===== src/common/cart_pkg.sv =====
// Shared widths, header offsets, mode enums and the cheat code layout
`default_nettype none

package cart_pkg;

	// ========================================================================
	// Download stream
	// ========================================================================

	localparam int IOCTL_ADDR_BITS = 25;
	localparam int IOCTL_DATA_BITS = 16;

	// ========================================================================
	// ROM header layout
	// ========================================================================

	localparam int MASK_BITS = 24;

	// Copier header in front of the ROM image
	localparam logic [IOCTL_ADDR_BITS-1:0] HEADER_SKIP = 25'd512;

	// Size field location per mapper without the copier header
	localparam logic [IOCTL_ADDR_BITS-1:0] LOROM_HDR_BASE   = 25'h000_7FD6;
	localparam logic [IOCTL_ADDR_BITS-1:0] HIROM_HDR_BASE   = 25'h000_FFD6;
	localparam logic [IOCTL_ADDR_BITS-1:0] EXHIROM_HDR_BASE = 25'h040_FFD6;

	// RAM size field follows the ROM size field
	localparam logic [IOCTL_ADDR_BITS-1:0] RAM_FIELD_OFS = 25'd2;

	localparam logic [3:0] DEFAULT_ROM_SIZE = 4'd12;

	// Smallest mask unit is 1 KiB
	localparam logic [MASK_BITS-1:0] MASK_UNIT = 24'd1024;

	// ========================================================================
	// RAM clear
	// ========================================================================

	// 128 KiB sweep
	localparam int FILL_ADDR_BITS = 17;

	// ========================================================================
	// Mode selects
	// ========================================================================

	typedef enum logic [2:0] {
		AUTO      = 3'd0,
		NO_HEADER = 3'd1,
		LOROM     = 3'd2,
		HIROM     = 3'd3,
		EXHIROM   = 3'd4
	} header_mode_e;

	typedef enum logic [1:0] {
		REGION_AUTO = 2'd0,
		REGION_NTSC = 2'd1,
		REGION_PAL  = 2'd2
	} region_sel_e;

	// Power-on patterns of the different console revisions
	typedef enum logic [1:0] {
		FILL_9966 = 2'd0,
		FILL_00FF = 2'd1,
		FILL_55   = 2'd2,
		FILL_FF   = 2'd3
	} fill_pattern_e;

	// Cheat code record as delivered by the loader
	typedef struct packed {
		logic [31:0] flags;
		logic [31:0] address;
		logic [31:0] compare;
		logic [31:0] replace;
	} cheat_code_t;

endpackage

`default_nettype wire


===== src/cart_loader/cheat_code_assembler.sv =====
// Cheat code assembly from eight-word download records with completion strobe
`timescale 1ns/1ps
`default_nettype none

module cheat_code_assembler (
	input  logic                                 clk_sys,
	input  logic                                 reset,
	input  logic                                 cart_download,
	input  logic                                 code_download,
	input  logic                                 ioctl_wr,
	input  logic [cart_pkg::IOCTL_ADDR_BITS-1:0] ioctl_addr,
	input  logic [cart_pkg::IOCTL_DATA_BITS-1:0] ioctl_dout,
	output cart_pkg::cheat_code_t                cheat_code,
	output logic                                 cheat_valid,
	output logic                                 cheat_reset
);

	logic       code_wr;
	logic [3:0] word_ofs;

	assign code_wr  = code_download && ioctl_wr;
	assign word_ofs = ioctl_addr[3:0];

	// Low half of each field arrives first
	always_ff @(posedge clk_sys) begin
		if (code_wr) begin
			case (word_ofs)
				4'd0:  cheat_code.flags[15:0]    <= ioctl_dout;
				4'd2:  cheat_code.flags[31:16]   <= ioctl_dout;
				4'd4:  cheat_code.address[15:0]  <= ioctl_dout;
				4'd6:  cheat_code.address[31:16] <= ioctl_dout;
				4'd8:  cheat_code.compare[15:0]  <= ioctl_dout;
				4'd10: cheat_code.compare[31:16] <= ioctl_dout;
				4'd12: cheat_code.replace[15:0]  <= ioctl_dout;
				4'd14: cheat_code.replace[31:16] <= ioctl_dout;
				default: ;
			endcase
		end
	end

	always_ff @(posedge clk_sys) begin
		if (reset) begin
			cheat_valid <= 1'b0;
			cheat_reset <= 1'b0;
		end else begin
			// Last word of the record
			cheat_valid <= code_wr && (word_ofs == 4'd14);
			// New code list or new cartridge drops the old codes
			cheat_reset <= (code_wr && ioctl_addr == '0) || cart_download;
		end
	end

	cheat_valid_single: assert property (
		@(posedge clk_sys) disable iff (reset) cheat_valid |=> !cheat_valid
	);

endmodule

`default_nettype wire


===== src/cart_loader/ram_clear_sequencer.sv =====
// Work-RAM and audio-RAM clear sweep with power-on fill pattern generation
`timescale 1ns/1ps
`default_nettype none

module ram_clear_sequencer (
	input  logic                                clk_sys,
	input  logic                                reset,
	input  logic                                cart_download,
	input  cart_pkg::fill_pattern_e             wram_pattern,
	input  cart_pkg::fill_pattern_e             aram_pattern,
	output logic                                clear_busy,
	output logic                                fill_wr,
	output logic [cart_pkg::FILL_ADDR_BITS-1:0] fill_addr,
	output logic [7:0]                          wram_fill_data,
	output logic [7:0]                          aram_fill_data
);

	logic cart_download_q;
	logic start_sweep;

	// Pattern byte for one address
	function automatic logic [7:0] fill_byte(
		input cart_pkg::fill_pattern_e     pattern,
		input logic [cart_pkg::FILL_ADDR_BITS-1:0] addr
	);
		logic [7:0] data;
		case (pattern)
			cart_pkg::FILL_9966: data = (addr[8] ^ addr[2]) ? 8'h66 : 8'h99;
			cart_pkg::FILL_00FF: data = (addr[9] ^ addr[0]) ? 8'hFF : 8'h00;
			cart_pkg::FILL_55:   data = 8'h55;
			default:             data = 8'hFF;
		endcase
		return data;
	endfunction

	// ========================================================================
	// Sweep control
	// ========================================================================

	// Only a fresh download start begins a sweep
	assign start_sweep = cart_download && !cart_download_q && !clear_busy;

	always_ff @(posedge clk_sys) begin
		if (reset) begin
			cart_download_q <= 1'b0;
			clear_busy      <= 1'b0;
			fill_addr       <= '0;
		end else begin
			cart_download_q <= cart_download;

			if (start_sweep) begin
				clear_busy <= 1'b1;
			end else if (clear_busy && (&fill_addr)) begin
				clear_busy <= 1'b0;
			end

			// Wraps back to zero on the last write
			if (clear_busy) begin
				fill_addr <= fill_addr + 1'b1;
			end else begin
				fill_addr <= '0;
			end
		end
	end

	assign fill_wr = clear_busy;

	// ========================================================================
	// Fill data
	// ========================================================================

	assign wram_fill_data = fill_byte(wram_pattern, fill_addr);
	assign aram_fill_data = fill_byte(aram_pattern, fill_addr);

	fill_addr_steps: assert property (
		@(posedge clk_sys) disable iff (reset)
		clear_busy ##1 clear_busy |-> fill_addr == $past(fill_addr) + 1'b1
	);

endmodule

`default_nettype wire


===== src/cart_loader/rom_header_parser.sv =====
// ROM header parser producing mapper type, ROM and save-RAM masks and video region
`timescale 1ns/1ps
`default_nettype none

module rom_header_parser (
	input  logic                                  clk_sys,
	input  logic                                  reset,
	input  logic                                  cart_download,
	input  logic                                  ioctl_wr,
	input  logic [cart_pkg::IOCTL_ADDR_BITS-1:0]  ioctl_addr,
	input  logic [cart_pkg::IOCTL_DATA_BITS-1:0]  ioctl_dout,
	input  cart_pkg::header_mode_e                header_mode,
	input  cart_pkg::region_sel_e                 region_sel,
	output logic [7:0]                            rom_type,
	output logic [cart_pkg::MASK_BITS-1:0]        rom_mask,
	output logic [cart_pkg::MASK_BITS-1:0]        ram_mask,
	output logic                                  pal
);

	logic [3:0] rom_size;
	logic [3:0] ram_size;
	logic       rom_region;

	// Size field addresses of the forced mapper
	logic                                 forced_map;
	logic [cart_pkg::IOCTL_ADDR_BITS-1:0] rom_field_addr;
	logic [cart_pkg::IOCTL_ADDR_BITS-1:0] ram_field_addr;

	logic hdr_wr;

	assign hdr_wr = cart_download && ioctl_wr;

	always_comb begin
		forced_map     = 1'b1;
		rom_field_addr = '0;
		case (header_mode)
			cart_pkg::LOROM:
				rom_field_addr = cart_pkg::LOROM_HDR_BASE + cart_pkg::HEADER_SKIP;
			cart_pkg::HIROM:
				rom_field_addr = cart_pkg::HIROM_HDR_BASE + cart_pkg::HEADER_SKIP;
			cart_pkg::EXHIROM:
				rom_field_addr = cart_pkg::EXHIROM_HDR_BASE + cart_pkg::HEADER_SKIP;
			default:
				forced_map = 1'b0;
		endcase
		ram_field_addr = rom_field_addr + cart_pkg::RAM_FIELD_OFS;
	end

	// ========================================================================
	// Header capture
	// ========================================================================

	always_ff @(posedge clk_sys) begin
		if (reset) begin
			rom_type   <= 8'd0;
			rom_size   <= cart_pkg::DEFAULT_ROM_SIZE;
			ram_size   <= 4'd0;
			rom_region <= 1'b0;
		end else if (hdr_wr) begin
			// Word 0 carries the loader's own size byte and mapper type
			if (ioctl_addr == '0) begin
				rom_size <= cart_pkg::DEFAULT_ROM_SIZE;
				ram_size <= 4'd0;
				if (header_mode == cart_pkg::AUTO && ioctl_dout[7:0] != 8'd0) begin
					{ram_size, rom_size} <= ioctl_dout[7:0];
				end
				case (header_mode)
					cart_pkg::NO_HEADER: rom_type <= 8'd0;
					cart_pkg::LOROM:     rom_type <= 8'd0;
					cart_pkg::HIROM:     rom_type <= 8'd1;
					cart_pkg::EXHIROM:   rom_type <= 8'd2;
					default:             rom_type <= ioctl_dout[15:8];
				endcase
			end

			if (ioctl_addr == cart_pkg::IOCTL_ADDR_BITS'(2)) begin
				rom_region <= ioctl_dout[8];
			end

			// Internal header of the cartridge itself
			if (forced_map) begin
				if (ioctl_addr == rom_field_addr) begin
					rom_size <= ioctl_dout[11:8];
				end
				if (ioctl_addr == ram_field_addr) begin
					ram_size <= ioctl_dout[3:0];
				end
			end
		end
	end

	// Address masks from the size codes
	assign rom_mask = (cart_pkg::MASK_UNIT << rom_size) - 1'b1;
	assign ram_mask = (ram_size != 4'd0) ? ((cart_pkg::MASK_UNIT << ram_size) - 1'b1) : '0;

	// Region only switches once the download is over
	always_ff @(posedge clk_sys) begin
		if (reset) begin
			pal <= 1'b0;
		end else if (!cart_download) begin
			if (region_sel == cart_pkg::REGION_AUTO) begin
				pal <= rom_region;
			end else begin
				pal <= (region_sel == cart_pkg::REGION_PAL);
			end
		end
	end

	rom_mask_nonzero: assert property (
		@(posedge clk_sys) disable iff (reset) rom_mask != '0
	);

endmodule

`default_nettype wire


===== src/verilog/cart_loader_top.sv =====
// Cart loader top with download index decode, header parser, RAM clear and cheats
`timescale 1ns/1ps
`default_nettype none

module cart_loader_top (
	input  logic                                 clk_sys,
	input  logic                                 reset,
	input  logic                                 ioctl_download,
	input  logic [7:0]                           ioctl_index,
	input  logic                                 ioctl_wr,
	input  logic [cart_pkg::IOCTL_ADDR_BITS-1:0] ioctl_addr,
	input  logic [cart_pkg::IOCTL_DATA_BITS-1:0] ioctl_dout,
	input  cart_pkg::header_mode_e               header_mode,
	input  cart_pkg::region_sel_e                region_sel,
	input  cart_pkg::fill_pattern_e              wram_pattern,
	input  cart_pkg::fill_pattern_e              aram_pattern,
	output logic [7:0]                           rom_type,
	output logic [cart_pkg::MASK_BITS-1:0]       rom_mask,
	output logic [cart_pkg::MASK_BITS-1:0]       ram_mask,
	output logic                                 pal,
	output logic                                 clear_busy,
	output logic                                 fill_wr,
	output logic [cart_pkg::FILL_ADDR_BITS-1:0]  fill_addr,
	output logic [7:0]                           wram_fill_data,
	output logic [7:0]                           aram_fill_data,
	output cart_pkg::cheat_code_t                cheat_code,
	output logic                                 cheat_valid,
	output logic                                 cheat_reset
);

	logic cart_download;
	logic code_download;

	// ========================================================================
	// Download index decode
	// ========================================================================

	// Cartridge images use index 0 in the low six bits, codes use all ones
	assign cart_download = ioctl_download && (ioctl_index[5:0] == 6'd0);
	assign code_download = ioctl_download && (&ioctl_index);

	// ========================================================================
	// Loader blocks
	// ========================================================================

	rom_header_parser header_i (
		.clk_sys       (clk_sys),
		.reset         (reset),
		.cart_download (cart_download),
		.ioctl_wr      (ioctl_wr),
		.ioctl_addr    (ioctl_addr),
		.ioctl_dout    (ioctl_dout),
		.header_mode   (header_mode),
		.region_sel    (region_sel),
		.rom_type      (rom_type),
		.rom_mask      (rom_mask),
		.ram_mask      (ram_mask),
		.pal           (pal)
	);

	ram_clear_sequencer clear_i (
		.clk_sys        (clk_sys),
		.reset          (reset),
		.cart_download  (cart_download),
		.wram_pattern   (wram_pattern),
		.aram_pattern   (aram_pattern),
		.clear_busy     (clear_busy),
		.fill_wr        (fill_wr),
		.fill_addr      (fill_addr),
		.wram_fill_data (wram_fill_data),
		.aram_fill_data (aram_fill_data)
	);

	cheat_code_assembler cheat_i (
		.clk_sys       (clk_sys),
		.reset         (reset),
		.cart_download (cart_download),
		.code_download (code_download),
		.ioctl_wr      (ioctl_wr),
		.ioctl_addr    (ioctl_addr),
		.ioctl_dout    (ioctl_dout),
		.cheat_code    (cheat_code),
		.cheat_valid   (cheat_valid),
		.cheat_reset   (cheat_reset)
	);

endmodule

`default_nettype wire

===== config.mk =====
export PLATFORM = sky130hd
export DESIGN_NAME = cart_loader_top
export DESIGN_NICKNAME = d
export VERILOG_FILES = /design/src/common/cart_pkg.sv /design/src/cart_loader/cheat_code_assembler.sv /design/src/cart_loader/ram_clear_sequencer.sv /design/src/cart_loader/rom_header_parser.sv /design/src/verilog/cart_loader_top.sv
export SDC_FILE = /design/constraint.sdc
export NUM_CORES = 1
export LEC_CHECK = 0
export BUFFER_PORTS_ARGS = -buffer_cell sky130_fd_sc_hd__buf_2
export CAP_MARGIN = 5
export CORE_MARGIN = 2
export CORE_UTILIZATION = 48
export CTS_CLUSTER_DIAMETER = 80
export DETAILED_ROUTE_END_ITERATION = 8
export HOLD_SLACK_MARGIN = 0.03
export PLACE_DENSITY = 0.81
export SETUP_SLACK_MARGIN = 0.05
export SYNTH_ARGS = -nofsm -noshare
export SYNTH_HDL_FRONTEND = slang
export SYNTH_SLANG_ARGS = --single-unit

===== constraint.sdc =====
create_clock -name clk_sys -period 2.7 [get_ports clk_sys]
set_input_delay 0 -clock clk_sys [delete_from_list [all_inputs] [get_ports clk_sys]]
set_output_delay 0 -clock clk_sys [all_outputs]
set_load 0.005 [all_outputs]

# ---- After elaboration in Yosys (flattened, before gate mapping)
# Index checks and enable logic that the tools add are counted.
dict set report classes {
  reduce_logical 38
  bitwise_logic 3
  eq_ne 19
  shift 2
  mux 19
  addsub 4
}
# cell count
set ops {}
lappend ops {{$pmux W8 S3} 3}
lappend ops {{$pmux W23 S3} 1}
lappend ops {{$shl A11 B4 Y24 const A} 2}
lappend ops {{$sub A24 B1 Y24 const B} 2}
lappend ops {{$mux W4} 8}
lappend ops {{$eq A25 B2 Y1 const B} 1}
lappend ops {{$eq A25 B23 Y1} 1}
lappend ops {{$eq A25 B25 Y1} 1}
lappend ops {{$logic_not A25 Y1} 1}
lappend ops {{$add A23 B2 Y24 const B} 1}
lappend ops {{$mux W24} 1}
lappend ops {{$reduce_and A2 Y1} 10}
lappend ops {{$add A17 B1 Y17 const B} 1}
lappend ops {{$reduce_and A17 Y1} 1}
lappend ops {{$eq A4 B4 Y1 const B} 4}
lappend ops {{$mux W8} 2}
lappend ops {{$logic_and A1 B1 Y1} 10}
lappend ops {{$eq A4 B3 Y1 const B} 2}
lappend ops {{$reduce_and A8 Y1} 1}
lappend ops {{$reduce_bool A8 Y1} 1}
lappend ops {{$eq A2 B2 Y1 const B} 3}
lappend ops {{$eq A3 B2 Y1 const B} 2}
lappend ops {{$logic_not A2 Y1} 3}
lappend ops {{$logic_not A6 Y1} 1}
lappend ops {{other kinds (15)} 22}
dict set report totals {
  regBits 167
  in_bits 62
  output_inout_bits 222
  word_cells 103
}

# ---- Longest topological paths before layout
dict set report depth {
  ltp_word 6
  mapped_depth 10
  mapped_depth_nobuf 9
}

# ---- Cells and area by module
# Synthesis repeated with hierarchy kept, for this count alone.
dict set report unflattened {
  cells_unflattened 559
  area_unflattened_um2 7106.8
}
# mod area_per_inst_um2 seq_area_each_um2 cells_per_inst n_inst
set modules_own_cells {}
lappend modules_own_cells {cheat_code_assembler 4026.4 3883.7 153 1}
lappend modules_own_cells {rom_header_parser 1963.1 360.3 271 1}
lappend modules_own_cells {ram_clear_sequencer 1074.8 380.4 129 1}
lappend modules_own_cells {cart_loader_top 42.5 0.0 6 1}

# ---- Worst setup path before layout
# No wires, ideal clock.
dict set report synth_timing {
  kind {in2reg}
  from {input ioctl_index[6]}
  to {register cheat_i.cheat_code[112] (netlist name)}
  path_buffers 0
  setup_ns 0.432
  t_arrival_ns 2.017
  required_time_ns 2.268
  slack_ns 0.252
  cell_stages 4
  path_cell_list {nand4_1 > nor3_1 > nand2_1 > nor4_1}
}
dict set report synth_via {
  elab_chain_len 4
}
# item line
set synth_lines {}
lappend synth_lines {{start: declaration} cart_loader_top.sv:9} ;# input logic [7:0] ioctl_index,
lappend synth_lines {{$reduce_and A8 Y1} cart_loader_top.sv:40} ;# assign code_download = ioctl_download && (&ioctl_index);
lappend synth_lines {{$logic_and A1 B1 Y1} cart_loader_top.sv:40}
lappend synth_lines {{$logic_and A1 B1 Y1} cheat_code_assembler.sv:21} ;# assign code_wr = code_download && ioctl_wr;
lappend synth_lines {{$reduce_and A2 Y1 (no source line)} --}
# No other way between the ends.
# A chain may end at the register's enable or synchronous reset.

# ---- Worst setup path in the final report
dict set report layout_timing {
  from {register header_i.rom_size[3]}
  to {output rom_mask[20] in the netlist's numbering}
}
dict set report layout_via {
  elab_chain_len 2
}
# item line
set layout_lines {}
lappend layout_lines {{start: declaration} rom_header_parser.sv:20} ;# logic [3:0] rom_size;
lappend layout_lines {{start signal: assignment} rom_header_parser.sv:56} ;# rom_size <= cart_pkg::DEFAULT_ROM_SIZE;
lappend layout_lines {{start signal: assignment} rom_header_parser.sv:62} ;# rom_size <= cart_pkg::DEFAULT_ROM_SIZE;
lappend layout_lines {{start signal: assignment} rom_header_parser.sv:65} ;# {ram_size, rom_size} <= ioctl_dout[7:0];
lappend layout_lines {{$shl A11 B4 Y24} rom_header_parser.sv:93} ;# assign rom_mask = (cart_pkg::MASK_UNIT << rom_size) - 1'b1;
lappend layout_lines {{$sub A24 B1 Y24} rom_header_parser.sv:93}
lappend layout_lines {{end: declaration} cart_loader_top.sv:18} ;# output logic [cart_pkg::MASK_BITS-1:0] rom_mask,
# No other way between the ends.

==> results.tsv <==
stage	metric	value	unit
status	outcome	completed	
timing	finalSetupTns	0	ns
floorplanning	fp.dieH	121.1	um
cts	htreeDepth	4	
pwr	pwr-share-clk	46.0	%
synth	avgSynthCellArea	13.11	um^2
routing	drtPass1Iterations	7	
synth	synth_adder_area_share	0.7603	%
final_layout	stdcell_count	986	
synth	synth_top_cell_area_share	58.39	%
cts	postCtsSetupRepairBufs	0	
timing	layout_worst_path_cycle_share	88.27	%
synth	synthFlopType	edfxtp_1	
synth	synthArstFlopShare	0	%
synth	ys_warn_count	0	
synth	synth.area.top_cells	edfxtp_1, dfxtp_1, buf_4	
synth	post_synth_num_cell_types	51	
timing	max_slew_margin	56.66	%
floorplanning	core	0.01330	mm^2
pwr	power.density	615.6	mW/mm^2
worst_setup_path	reg2regPathDepth	9	
timing	max_freq	419.6	MHz
routing	drtIter0Drc	505	
pwr	p_int	4402	uW
final_layout	utilization	67.20	%
pwr	p_sw	1098	uW
final_layout	fill_cells	950	
floorplanning	io-pin-count	284	
min_path	hold_path_depth	5	
worst_setup_path	cp-start-kind	register	
placed_design	dp_slack	0.5589	ns
timing	setup_ws	0.3167	ns
global_routing	grt_max_degree	25	
synth	synthMuxAreaShare	0.9694	%
timing	period_needed	2.383	ns
placed_design	dp_cells	926	
floorplanning	die-area	0.01467	mm^2
routing	drt_wl_total	17690	um
timing	hold_slack	0.1162	ns
cts	clock_latency	0.42	ns
global_routing	grt.overflow.total	0	
routing	viasPerCell	5.260	
final_layout	n_antenna_cell	0	
worst_setup_path	cp.arrival	2.38	ns
synth	ys_seq_elements	167	
timing	rsz0062_at_grt	false	
placed_design	place_congestion	0.8481	
pwr	leakage	0.003660	uW
cts	cts_made_buffers	17	
min_path	hold_path.class	primary input to register	
pwr	comb_power_share	3.8	%
routing	ant_nets	0	
global_routing	grt_pass1_wl	25780	um
timing	clock_skew	0.006638	ns
worst_setup_path	required	2.70	ns
synth	synth_compound_area_share	7.318	%
cts	clk_pin_slew	0.06	ns
final_layout	area.growth.synth_to_final	35.73	%
synth	synth-edff-count	128	
global_routing	grt_antenna_before_repair	0	
synth	synth_seq_area_share	70.25	%
worst_setup_path	endpoint_kind	output port	
placed_design	dpl.hpwl	12280	um
floorplanning	dieWidth	121.1	um
cts	clockBufferDepth	2	
worst_setup_path	worst-path-max-fanout	15	
floorplanning	num_rows	42	
global_routing	grt_pass1_vias	4772	
routing	drc	0	
final_layout	fin_nets	863	
synth	synth-simple-area-share	13.02	%
timing	hold_viol_final	0	
routing	vias	5186	
timing	final-setup-viol-count	0	
placed_design	io_buffers	273	
synth	netlist_area	0.006583	mm^2
synth	synth_cells	502	
pwr	power_frac_seq	50.2	%
routing	wire_per_inst	17.94	um
global_routing	grt_usage	23.68	%
pwr	peakVddDrop	0.0003590	V
synth	synth_top_family_by_area	simple AND/OR/NAND/NOR gates	
floorplanning	start_util	49.51	%
synth	yosys.area.top_type	edfxtp_1	
cts	cts_tree	built	
worst_setup_path	crit_type	register to output port	
pwr	power.share.switching	19.97	%
cts	cts.sink_count	167	
timing	maxSlewViolCount	0	
final_layout	drive_gt1_share	41.36	%
job	maxCapViolations	0	
cts	clockRootBuffer	clkbuf_16	
timing	worst-slew-pin-transition	0.6451	ns
synth	synth_xor_area_share	2.395	%
-- metal layers --
metal  global-route usage (%)  part of all wire, %  up-vias
met1                    30.33                   40     2438
met4                    9.448                  2.6        0
met5                        0                    0        -
met3                    5.310                  9.0       35
li1                         -                    -     2393
met2                    39.15                   48      320
-- cells in the mapped netlist, drive strengths merged (5+ instances only) --
| master | n |
|---|---|
| edfxtp | 128 |
| nor2 | 48 |
| dfxtp | 39 |
| nand2 | 38 |
| buf | 35 |
| o21ai | 27 |
| a21oi | 23 |
| inv | 14 |
| nor4 | 12 |
| nand3 | 10 |
| nor3 | 10 |
| clkbuf | 9 |
| nand2b | 9 |
| nand4 | 9 |
| xnor2 | 9 |
| xor2 | 9 |
| nand3b | 8 |
| a21o | 5 |
| o31ai | 5 |
| or3 | 5 |
-- state kept, by name, summed over array words and instances (netlist names) --
| signal | count |
|---|---|
| clear_i.cart_download_q | 1 |
| header_i.rom_region | 1 |
| header_i.ram_size | 4 |
| header_i.rom_size | 4 |
| header_i.rom_type | 8 |
| header_i.pal | 1 |
| cheat_i.cheat_valid | 1 |
| clear_i.fill_addr | 17 |
| cheat_i.cheat_code | 128 |
| cheat_i.cheat_reset | 1 |
| clear_i.clear_busy | 1 |
-- placed cells by master, fill, tap and decap left out, drive strengths merged, types with 4 or more instances in the layout --
master         n
dlygate4sd3   28
nand3         10
clkbuf        17
clkinvlp       4
clkinv         4
ha             4
a22oi          4
nor4          12
nand2         38
o31ai          5
nor2          48
nor3          10
a21o           5
o21ai         27
nand2b         9
bufinv         4
and3           4
inv           17
edfxtp       128
or3            5
conb          10
xor2           9
a31oi          4
buf          283
nand3b         8
xnor2          9
nand4          9
a21oi         23
dfxtp         39
-- final timing paths --
check,startpoint,slack [ns],end
max,header_i.rom_size[3]$_SDFFE_PP1P_,0.32,rom_mask[20]
min,ioctl_index[4],0.12,cheat_i.cheat_reset$_SDFF_PP0_
max reg2reg,clear_i.fill_addr[0]$_SDFF_PP0_,0.78,clear_i.clear_busy$_SDFFE_PP0P_
min reg2reg,header_i.rom_type[7]$_SDFFE_PP0P_,0.45,header_i.rom_type[7]$_SDFFE_PP0P_
-- power groups by stage --
stage	Combinational, uW	Clock, uW	Sequential [uW]
after floorplan	74.3	0	2820
after global placement	169	0	2820
after detailed placement	176	0	2820
after CTS	206	2560	2760
after global routing	226	2660	2760
final	207	2530	2760
-- metrics by stage --
stage	total power, uW	area, um^2
global route	5649	8935
detailed placement	2993	8020
global placement	2986	8020
finish	5500	8935
CTS	5530	8925
floorplan	2892	6616
-- cell type report --
type                       count  area, um^2  share of cell area (%)
inverter                      14       52.55                  0.5882
clock buffer                  17       425.4                   4.761
timing repair buffer         311        1722                   19.27
multi-input combinational    286        1692                   18.93
clock inverter                15       198.9                   2.227
sequential                   167        4624                   51.76
tap                          176       220.2                   2.465
-- critical path, cell delays in order (launching register included) --
cell     delay (ns)
dfxtp_1        0.45
nor2_4         0.18
inv_1          0.06
or3_1          0.31
ha_2           0.28
nor3_1         0.16
a21o_1         0.11
a22o_1         0.12
nand2_1        0.05
o21ai_0        0.08
buf_2          0.14
-- logic make-up (layout without fill, tap and decap cells) --
logic type      after synthesis  after routing
compound gates               79             79
xor+xnor                     18             18
fa+ha+maj                     4              4
buf+inv                      58            357
flops                       167            167
mux                           6              6
other cells                   1             10
simple gates                169            169
-- what timing repair did --
action,in CTS,in global routing
endpoints found under the hold margin,146,0
resized for setup,0,3
setup endpoints to repair,0,5
hold buffers,28,0
(Power assumes the default switching activity.)
